**config.mk**
```make
export PLATFORM = sky130hd
export DESIGN_NAME = sMachine
export DESIGN_NICKNAME = d
export VERILOG_FILES = /design/src/design/sMachinePkg.sv /design/src/design/aluUnit.sv /design/src/design/fetchUnit.sv /design/src/design/flagUnit.sv /design/src/design/memUnit.sv /design/src/design/sMachine.sv /design/src/design/writebackSelect.sv
export SDC_FILE = /design/constraint.sdc
export NUM_CORES = 2
export LEC_CHECK = 0
export BUFFER_PORTS_ARGS = -buffer_cell sky130_fd_sc_hd__buf_2
export CORE_MARGIN = 4
export CORE_UTILIZATION = 30
export CTS_CLUSTER_SIZE = 14
export DETAILED_ROUTE_END_ITERATION = 7
export PLACE_DENSITY_LB_ADDON = 0.2
export SYNTH_ARGS = -nofsm -noshare
export SYNTH_HDL_FRONTEND = slang
export SYNTH_SLANG_ARGS = --single-unit
```
**constraint.sdc**
```tcl
create_clock -name clk -period 17.94 [get_ports clk]
set_input_delay 0.897 -clock clk [delete_from_list [all_inputs] [get_ports clk]]
set_output_delay 0.897 -clock clk [all_outputs]
set_load 0.01 [all_outputs]
```
**src/design/sMachinePkg.sv**
```systemverilog
/*
 * Shared definitions for the 16-bit accumulator machine: widths, opcodes,
 * the instruction word formats and the architectural state
 */
`default_nettype none

package sMachinePkg;

    localparam int dataWidth = 16;
    localparam int addrWidth = 8;
    localparam int ramDepth  = 256;

    typedef logic [dataWidth-1:0] dataT;
    typedef logic [addrWidth-1:0] addrT;

    typedef struct packed {
        logic z;
        logic n;
        logic c;
    } flagsT;

    typedef struct packed {
        dataT  a;
        dataT  b;
        flagsT flags;
    } regStateT;

    // Instruction class, bits 15-14
    localparam logic [1:0] clsMem   = 2'b00;
    localparam logic [1:0] clsAluLo = 2'b01;
    localparam logic [1:0] clsAluHi = 2'b10;
    localparam logic [1:0] clsFlag  = 2'b11;

    typedef enum logic [2:0] {
        aluXor  = 3'b000,
        aluShr  = 3'b001,
        aluMov  = 3'b010,
        aluExch = 3'b011,
        aluAdd  = 3'b100,
        aluSub  = 3'b101,
        aluOr   = 3'b110,
        aluAnd  = 3'b111
    } aluOpE;

    typedef enum logic [1:0] {
        flagCmp    = 2'b00,
        flagSet    = 2'b01,
        flagClr    = 2'b10,
        flagClrAll = 2'b11
    } flagOpE;

    // Codes 0100..1111 do not occur here, the class bits would differ
    typedef enum logic [3:0] {
        memLoad   = 4'b0000,
        memStore  = 4'b0001,
        memInc    = 4'b0010,
        memBranch = 4'b0011
    } memOpE;

    typedef struct packed {
        logic        cls1;
        aluOpE       aluOp;
        logic [11:0] unused;
    } instrAluT;

    typedef struct packed {
        logic [1:0] cls;
        flagOpE     flagOp;
        logic       spare;
        flagsT      mask;
        logic [7:0] unused;
    } instrFlagT;

    typedef struct packed {
        memOpE      memOp;
        logic       regSel;
        logic [2:0] mode;
        addrT       addr;
    } instrMemT;

    typedef union packed {
        instrAluT  alu;
        instrFlagT flg;
        instrMemT  mem;
    } instrT;

    // z and n from the result, carry supplied by the caller
    function automatic flagsT resultFlags(input dataT res, input logic carry);
        flagsT f;
        f.z = (res == '0);
        f.n = res[dataWidth-1];
        f.c = carry;
        return f;
    endfunction

    // Carry is the majority of the three MSBs
    function automatic flagsT arithFlags(input dataT op1, input dataT op2, input dataT res);
        logic m1;
        logic m2;
        logic mr;
        m1 = op1[dataWidth-1];
        m2 = op2[dataWidth-1];
        mr = res[dataWidth-1];
        return resultFlags(res, (m1 & m2) | (m1 & mr) | (m2 & mr));
    endfunction

endpackage

`default_nettype wire

```
**src/design/aluUnit.sv**
```systemverilog
/*
 * ALU class: arithmetic, logic, rotate and register moves on A and B,
 * with the flag results of each operation
 */
`timescale 1ns/1ps
`default_nettype none

module aluUnit import sMachinePkg::*; (
    input  instrT    instr,
    input  regStateT cur,
    output regStateT aluNext
);

    dataT sum;
    dataT diff;
    dataT logicRes;
    dataT rotRes;

    assign sum    = cur.a + cur.b;
    assign diff   = cur.a - cur.b;
    assign rotRes = {cur.a[0], cur.a[dataWidth-1:1]};

    // Bitwise result for OR, AND and XOR
    always_comb begin
        case (instr.alu.aluOp)
            aluOr:   logicRes = cur.a | cur.b;
            aluAnd:  logicRes = cur.a & cur.b;
            default: logicRes = cur.a ^ cur.b;
        endcase
    end

    always_comb begin
        aluNext = cur;
        case (instr.alu.aluOp)
            aluAdd: begin
                aluNext.a     = sum;
                aluNext.flags = arithFlags(cur.a, cur.b, sum);
            end
            aluSub: begin
                aluNext.a     = diff;
                aluNext.flags = arithFlags(cur.a, cur.b, diff);
            end
            aluOr, aluAnd, aluXor: begin
                aluNext.a     = logicRes;
                aluNext.flags = resultFlags(logicRes, 1'b0);
            end
            // Rotate right with the LSB wrapping into the MSB
            aluShr: begin
                aluNext.a = rotRes;
            end
            aluMov: begin
                aluNext.b = cur.a;
            end
            aluExch: begin
                aluNext.a = cur.b;
                aluNext.b = cur.a;
            end
        endcase
    end

endmodule

`default_nettype wire

```
**src/design/fetchUnit.sv**
```systemverilog
/*
 * Program counter. Steps by one each cycle, or loads the
 * instruction's address field on a taken branch
 */
`timescale 1ns/1ps
`default_nettype none

module fetchUnit import sMachinePkg::*; (
    input  logic  clk,
    input  logic  rstN,
    input  instrT instr,
    input  logic  branchTaken,
    output addrT  pc
);

    addrT pcNext;

    // Branch target comes straight from the memory-format word
    always_comb begin
        if (branchTaken) begin
            pcNext = instr.mem.addr;
        end else begin
            pcNext = pc + addrT'(1);
        end
    end

    // Wraps naturally at 256
    always_ff @(posedge clk) begin
        if (!rstN) begin
            pc <= '0;
        end else begin
            pc <= pcNext;
        end
    end

endmodule

`default_nettype wire

```
**src/design/flagUnit.sv**
```systemverilog
/*
 * Flag class: compare A with B, set or clear masked flags
 */
`timescale 1ns/1ps
`default_nettype none

module flagUnit import sMachinePkg::*; (
    input  instrT    instr,
    input  regStateT cur,
    output regStateT flagNext
);

    dataT  diff;
    flagsT cmpFlags;

    // Same flag rule as SUB, result discarded
    assign diff     = cur.a - cur.b;
    assign cmpFlags = arithFlags(cur.a, cur.b, diff);

    always_comb begin
        flagNext = cur;
        case (instr.flg.flagOp)
            flagCmp: begin
                flagNext.flags = cmpFlags;
            end
            flagSet: begin
                flagNext.flags = cur.flags | instr.flg.mask;
            end
            flagClr: begin
                flagNext.flags = cur.flags & ~instr.flg.mask;
            end
            default: begin
                flagNext.flags = '0;
            end
        endcase
    end

endmodule

`default_nettype wire

```
**src/design/memUnit.sv**
```systemverilog
/*
 * Memory and branch class: 256-word data RAM with load, store and
 * immediate increment, plus the conditional branch decision
 */
`timescale 1ns/1ps
`default_nettype none

module memUnit import sMachinePkg::*; (
    input  logic     clk,
    input  instrT    instr,
    input  regStateT cur,
    output regStateT memNext,
    output logic     branchTaken
);

    dataT       ram [ramDepth];
    dataT       rdData;
    dataT       selReg;
    dataT       incRes;
    dataT       newVal;
    logic       storeEn;
    logic [2:0] flagBits;
    logic [2:0] mask;
    logic       condMet;

    assign rdData = ram[instr.mem.addr];
    assign selReg = instr.mem.regSel ? cur.b : cur.a;
    assign incRes = selReg + dataT'(instr.mem.addr);

    // Class bits sit at 15-14 in every format
    assign storeEn = (instr.flg.cls == clsMem) && (instr.mem.memOp == memStore);

    always_ff @(posedge clk) begin
        if (storeEn) begin
            ram[instr.mem.addr] <= selReg;
        end
    end

    always_comb begin
        memNext = cur;
        newVal  = selReg;
        case (instr.mem.memOp)
            memLoad: begin
                if (!instr.mem.mode[2]) begin
                    newVal = rdData;
                end else if (!instr.mem.mode[1]) begin
                    newVal = {selReg[dataWidth-1:addrWidth], instr.mem.addr};
                end else begin
                    newVal = {instr.mem.addr, selReg[addrWidth-1:0]};
                end
            end
            // Carry left alone
            memInc: begin
                newVal        = incRes;
                memNext.flags = resultFlags(incRes, cur.flags.c);
            end
            default: begin
                newVal = selReg;
            end
        endcase
        if (instr.mem.regSel) begin
            memNext.b = newVal;
        end else begin
            memNext.a = newVal;
        end
    end

    // Mode field doubles as the z/n/c mask for branches
    assign flagBits = cur.flags;
    assign mask     = instr.mem.mode;

    always_comb begin
        if (instr.mem.regSel) begin
            // Branch on any masked flag clear
            condMet = (|(mask & ~flagBits)) || (mask == 3'b111);
        end else begin
            condMet = (|(mask & flagBits)) || (mask == 3'b000);
        end
    end

    assign branchTaken = (instr.mem.memOp == memBranch) && condMet;

endmodule

`default_nettype wire

```
**src/design/sMachine.sv**
```systemverilog
/*
 * Accumulator machine top. Executes the externally supplied
 * instruction at pc in a single cycle
 */
`timescale 1ns/1ps
`default_nettype none

module sMachine import sMachinePkg::*; (
    input  logic  clk,
    input  logic  rstN,
    input  instrT instr,
    output addrT  pc,
    output dataT  regA,
    output dataT  regB,
    output flagsT flags
);

    regStateT cur;
    regStateT aluNext;
    regStateT flagNext;
    regStateT memNext;
    logic     branchTaken;

    fetchUnit fetchUnit_inst (
        .clk         (clk),
        .rstN        (rstN),
        .instr       (instr),
        .branchTaken (branchTaken),
        .pc          (pc)
    );

    // One proposal per instruction class
    aluUnit aluUnit_inst (
        .instr   (instr),
        .cur     (cur),
        .aluNext (aluNext)
    );

    flagUnit flagUnit_inst (
        .instr    (instr),
        .cur      (cur),
        .flagNext (flagNext)
    );

    memUnit memUnit_inst (
        .clk         (clk),
        .instr       (instr),
        .cur         (cur),
        .memNext     (memNext),
        .branchTaken (branchTaken)
    );

    writebackSelect writebackSelect_inst (
        .clk      (clk),
        .rstN     (rstN),
        .instr    (instr),
        .aluNext  (aluNext),
        .flagNext (flagNext),
        .memNext  (memNext),
        .cur      (cur)
    );

    assign regA  = cur.a;
    assign regB  = cur.b;
    assign flags = cur.flags;

endmodule

`default_nettype wire

```
**src/design/writebackSelect.sv**
```systemverilog
/*
 * Picks the next architectural state by instruction class and
 * holds A, B and the flags
 */
`timescale 1ns/1ps
`default_nettype none

module writebackSelect import sMachinePkg::*; (
    input  logic     clk,
    input  logic     rstN,
    input  instrT    instr,
    input  regStateT aluNext,
    input  regStateT flagNext,
    input  regStateT memNext,
    output regStateT cur
);

    regStateT nextState;

    always_comb begin
        case (instr.flg.cls)
            clsMem: begin
                nextState = memNext;
            end
            clsAluLo, clsAluHi: begin
                nextState = aluNext;
            end
            clsFlag: begin
                nextState = flagNext;
            end
        endcase
    end

    // A, B and flags
    always_ff @(posedge clk) begin
        if (!rstN) begin
            cur <= '0;
        end else begin
            cur <= nextState;
        end
    end

endmodule

`default_nettype wire

```
# After elaboration in Yosys (flattened, before gate mapping)

Memory sizes are Yosys's and may differ from the RTL's.
Index checks and enable logic that the tools add are counted.

Add/sub/neg operators: 4
Eq/ne operators: 22
Bitwise gates (word level): 20
Multiplexer cells: 17
Reduce and logical (&&, ||, !) cells: 22

Operators by type and width:

| operator                                            | number |
|---|---|
| one-hot mux 35 bit (3 select lines)                 | 1 |
| two-way mux 16 bit                                  | 6 |
| one-hot mux 16 bit (5 select lines)                 | 1 |
| logical NOT 16 bit                                  | 4 |
| one-hot mux 16 bit (2 select lines)                 | 2 |
| one-hot mux 3 bit (3 select lines)                  | 2 |
| adder 16 bit                                        | 1 |
| adder 16 x 8 -> 16 bit                              | 1 |
| bitwise AND 16 bit                                  | 1 |
| bitwise OR 16 bit                                   | 1 |
| subtractor 16 bit                                   | 1 |
| XOR 16 bit                                          | 1 |
| equality test 3 bit, second input constant          | 5 |
| bitwise AND 3 bit                                   | 3 |
| OR reduction 3 bit                                  | 3 |
| adder 8 x 1 -> 8 bit, second input constant         | 1 |
| equality test 4 x 2 -> 1 bit, second input constant | 2 |
| two-way mux 8 bit                                   | 1 |
| inequality test 2 bit, second input constant        | 4 |
| equality test 2 bit, second input constant          | 3 |
| equality test 3 x 2 -> 1 bit, second input constant | 2 |
| logical NOT 3 bit                                   | 2 |
| inequality test 6 bit, second input constant        | 1 |
| inverter 3 bit                                      | 2 |
| other kinds (17)                                    | 34 |

Bits of input ports: 18
Memories kept: 1
Word-level logic and storage cells: 92
Flip-flop bits (word level): 43
Output and inout bits: 43
Memory bits (writable): 4,096

Memory list:

| memory           | depth | width | read ports | clocked after Yosys merged registers in | wr ports | line          | text |
|---|---|---|---|---|---|---|---|
| memUnit_inst.ram | 256   | 16    | 1          | 0                                       | 1        | memUnit.sv:16 | `dataT ram [ramDepth];` |

# Longest topological paths before layout

Depth after elaboration: 7
Mapped depth: 20

# Cells and area by module

From an unflattened synthesis, not the netlist that was laid out.

Cells, all modules: 8,109
Area total of the unflattened synthesis: 165,537.5 um^2

By module, submodules not included:

| module          | area an instance (um^2) | cells an instance | sequential area each (um^2) | instances |
|---|---|---|---|---|
| memUnit         | 158,872.4               | 7,183             | 122,998.0                   | 1 |
| aluUnit         | 3,388.2                 | 532               | 0.0                         | 1 |
| writebackSelect | 1,659.1                 | 163               | 700.7                       | 1 |
| flagUnit        | 1,252.5                 | 189               | 0.0                         | 1 |
| fetchUnit       | 365.4                   | 42                | 160.2                       | 1 |

# Least setup slack after synthesis

No wires, ideal clock.

Path kind: input port to flip-flop
From: input port instr[11] in the netlist's numbering
To: register, netlist name writebackSelect_inst.cur[15]
Slack: 2.780 ns
Arrival: 15.042 ns
Buffers on the path: 3
Cell stages on the path: 14
Data required time: 17.821 ns
Setup time: 0.119 ns
Cells stage by stage: clkbuf_1 clkbuf_1 clkbuf_1 o21ai_0 ha_1 and2_1 a22o_1 a311oi_1 or3_1 mux2i_1 o22ai_1 nand2_1 o221ai_1 o221a_2

RTL lines:

| item                                | line                  | text |
|---|---|---|
| from (decl)                         | sMachine.sv:11        | `input instrT instr,` |
| two-way mux 16 bit                  | memUnit.sv:27         | `assign selReg = instr.mem.regSel ? cur.b : cur.a;` |
| net memUnit_inst.selReg[7]          | memUnit.sv:18         | `dataT selReg;` |
| adder 16 x 8 -> 16 bit              | memUnit.sv:28         | `assign incRes = selReg + dataT'(instr.mem.addr);` |
| one-hot mux 16 bit (2 select lines) | memUnit.sv:42         | `case (instr.mem.memOp)` |
| two-way mux 16 bit                  | memUnit.sv:61         | `if (instr.mem.regSel) begin` |
| one-hot mux 35 bit (3 select lines) | writebackSelect.sv:21 | `case (instr.flg.cls)` |

The timed path passes the listed nets, and every way through them passes these cells. The select of a mux whose other input is x is not followed.
A chain may end at the register's enable or synchronous reset.

# Final worst setup path

From: input port instr[0] in the netlist's numbering
To: register, netlist name writebackSelect_inst.cur[18]

Cells in the longest elaborated chain, start to end: 5

RTL lines:

| item                                    | line                  | text |
|---|---|---|
| memory read (256 x 16 bit)              | -                     |  |
| two-way mux 16 bit                      | memUnit.sv:44         | `if (!instr.mem.mode[2]) begin` |
| one-hot mux 16 bit (2 select lines) (*) | memUnit.sv:42         |  |
| two-way mux 16 bit (*)                  | memUnit.sv:61         |  |
| one-hot mux 35 bit (3 select lines) (*) | writebackSelect.sv:21 |  |

Mark *: on every way between the ends. The rest lies on a longest branch, timed or not. The select of a mux whose other input is x is not followed.

==> impl_metrics.ini <==
[floorplan]
dieArea_um2 = 554200
die_w_um = 744.5
coreArea_um2 = 540500
die_h_um = 744.5
initial_core_util = 0.3010
rows = 270
ios = 61

[setup_path]
cp.required_ns = 18.81
arrival_ns = 7.44
endpoint_kind = register
cp-start-kind = input pin
critical_path_class = in2reg
cp_max_fo = 89

[clock_tree]
hold_buffers = 0
htreeDepth = 5
clk_pin_slew_ns = 0.06
tritoncts = built
clockBufferDepth = 4
insertion_delay_ns = 1.01
clock-sinks = 4139
cts_resized = 0
cts_root_buffer = clkbuf_16
cts_setup_buffers = 0
cts_buffers = 430

[finish]
utilization = 0.3480
final_cells = 15340
final_cell_mix = 4,096 x edfxtp_1, 1,218 x mux4_2, 433 x clkbuf_16, 362 x buf_4, 185 x nor2_2
drive_gt1_frac = 0.3189
area_growth_pct = 15.59
layout_commonest_cell = edfxtp_1
layout.nets = 7832

[synth]
ys.flop_type = edfxtp_1
avgSynthCellArea_um2 = 22.24
synth_seq_cells = 4139
async_reset_ff_frac = 0
ys_seq_area_frac = 0.7612
synth-edff-count = 4096
synth_warnings = 0
synth_cell_types = 75
synth_area_um2 = 162700
syn_nets = 7396
netlist_instances = 7315

[place]
placedCellCount = 14530
io_buffer_count = 60
gp_congestion = 0.8309
place_hpwl_um = 291200

[route]
routed_via_density = 5.244
routed_wl_um = 504200
drc = 0
ant_nets = 0
firstDrtPassIters = 6
vias = 80420
drt-initial-drc-count = 9400
wire_per_inst_um = 32.88

[power]
power_per_cell_area_nw_per_um2 = 112.9
leakage_nw = 56.50
ir_drop_mv = 0.07887
total_power_mw = 21.23

[global_routing]
grt_pass1_vias = 81770
grtUsageTotal = 0.1790
grt_pass1_wl_um = 693500
grt_max_degree = 194
gr-total-overflow = 0
antenna_found_initial = 25

[timing]
setup-tns-final_ns = 0
timing.final.crit_share = 0.3663
skew_ns = 0.06847
worst_pin_slew_ns = 1.471
rsz0062_at_grt = false
finalSetupViolCount = 0
max-slew-margin-rel = 0.01729
fmax_ghz = 0.1522
slew_violations = 0
finalCriticalPeriod_ns = 6.571
hold_violations = 0

[min_path]
worstHoldPathType = in2reg

[run_status]
status = complete, no violations

[flow_run]
max_cap_viol_count = 0
[synthesized netlist by cell type, types with 11 or more instances]
cell	count	area, um2
nor2_1	333	1250
nor2b_1	16	100.1
buf_2	115	575.6
a22o_1	45	394.1
buf_1	39	146.4
o21bai_1	14	105.1
o221ai_1	11	96.34
o211ai_1	14	105.1
ha_1	58	725.7
buf_6	38	427.9
a221oi_1	42	367.9
nand3_1	23	115.1
buf_4	36	270.3
xnor2_1	33	289.0
a211oi_1	13	97.59
dfxtp_1	43	860.8
o21ai_0	84	420.4
mux4_2	1218	27430
nor3_1	71	355.3
nand2b_1	11	68.82
a31oi_1	31	193.9
clkbuf_1	204	765.7
mux2i_1	43	430.4
nor4_1	12	75.07
a22oi_1	100	750.7
a21oi_1	156	780.8
edfxtp_1	4096	123000
nand2_1	136	510.5
nand4_1	26	162.7
mux2_2	12	135.1
o22ai_1	35	219.0
inv_1	56	210.2
[state kept, by name, summed over array words and instances (netlist names)]
name,count
writebackSelect_inst.cur,35
memUnit_inst.ram,4096
fetchUnit_inst.pc,8
[final cells by class]
cell class	count	area [um2]
clock inverter	288	2815
sequential	4139	123900
antenna	9	22.52
timing repair buffer	436	3338
clock buffer	512	11130
fill	50040	352400
multi-input combinational	2679	37590
tap	7208	9019
inverter	65	304.0
[layer usage]
layer  wire length (um)  part of all wire  track usage  up-vias
met2             240400              0.48       0.2903     3092
met3              34190             0.068      0.03047      660
li1                   -                 -            -    32140
met1             213600              0.42       0.2485    44530
met4              15990             0.032      0.05146        2
met5                 13          0.000026            0        -
[report_power, final]
group	switching [mW]	internal [mW]	total (mW)
clock network	3.82	5.07	8.89
registers	0.0309	10.8	10.9
logic	1.04	0.436	1.48
[final timing paths]
| kind | from | endpoint | slack, ns | cells after the start |
|---|---|---|---|---|
| hold / removal | instr[2] | fetchUnit_inst.pc[2]$_SDFF_PN0_ | 0.41 | 2 |
| setup reg to reg | writebackSelect_inst.cur[20]$_SDFFE_PN0P_ | writebackSelect_inst.cur[2]$_SDFFE_PN0P_ | 12.15 | 19 |
| setup / recovery | instr[0] | writebackSelect_inst.cur[18]$_SDFFE_PN0P_ | 11.37 | 13 |
| hold reg to reg | fetchUnit_inst.pc[0]$_SDFF_PN0_ | fetchUnit_inst.pc[0]$_SDFF_PN0_ | 0.57 | 2 |
[cells by family (layout without fill, tap and decap cells)]
family / count (synthesis) / after routing / synth area share
fa+ha+maj: 63 / 63 / 0.005075
buf+inv: 497 / 1301 / 0.01493
mux: 1273 / 1273 / 0.1721
compound gates: 637 / 637 / 0.02669
other cells: 0 / 9 / 0
xor+xnor: 42 / 42 / 0.002261
simple gates: 664 / 664 / 0.01776
flops: 4139 / 4139 / 0.7612
[worst max-delay path, stage by stage]
cell      delay (ns)
buf_12          0.39
buf_12          0.70
buf_12          0.62
buf_4           0.76
mux4_2          0.59
a22o_1          0.26
a221oi_1        0.37
o22ai_1         0.31
nor3_1          1.14
o22ai_1         0.18
nor2_1          0.43
o221a_2         0.28
a31oi_1         0.08
[through the flow]
step                      cell area (um2)  hold slack [ns]  setup slack (ns)
after floorplan                    162700           0.5543             2.780
after global placement             174100           0.5385             10.25
after detailed placement           174100           0.5585             10.24
after CTS                          188000           0.3247             11.28
after global routing               188100           0.4032             10.91
final                              188100           0.4147             11.37
Note: power is estimated with default switching activity, not from simulation.
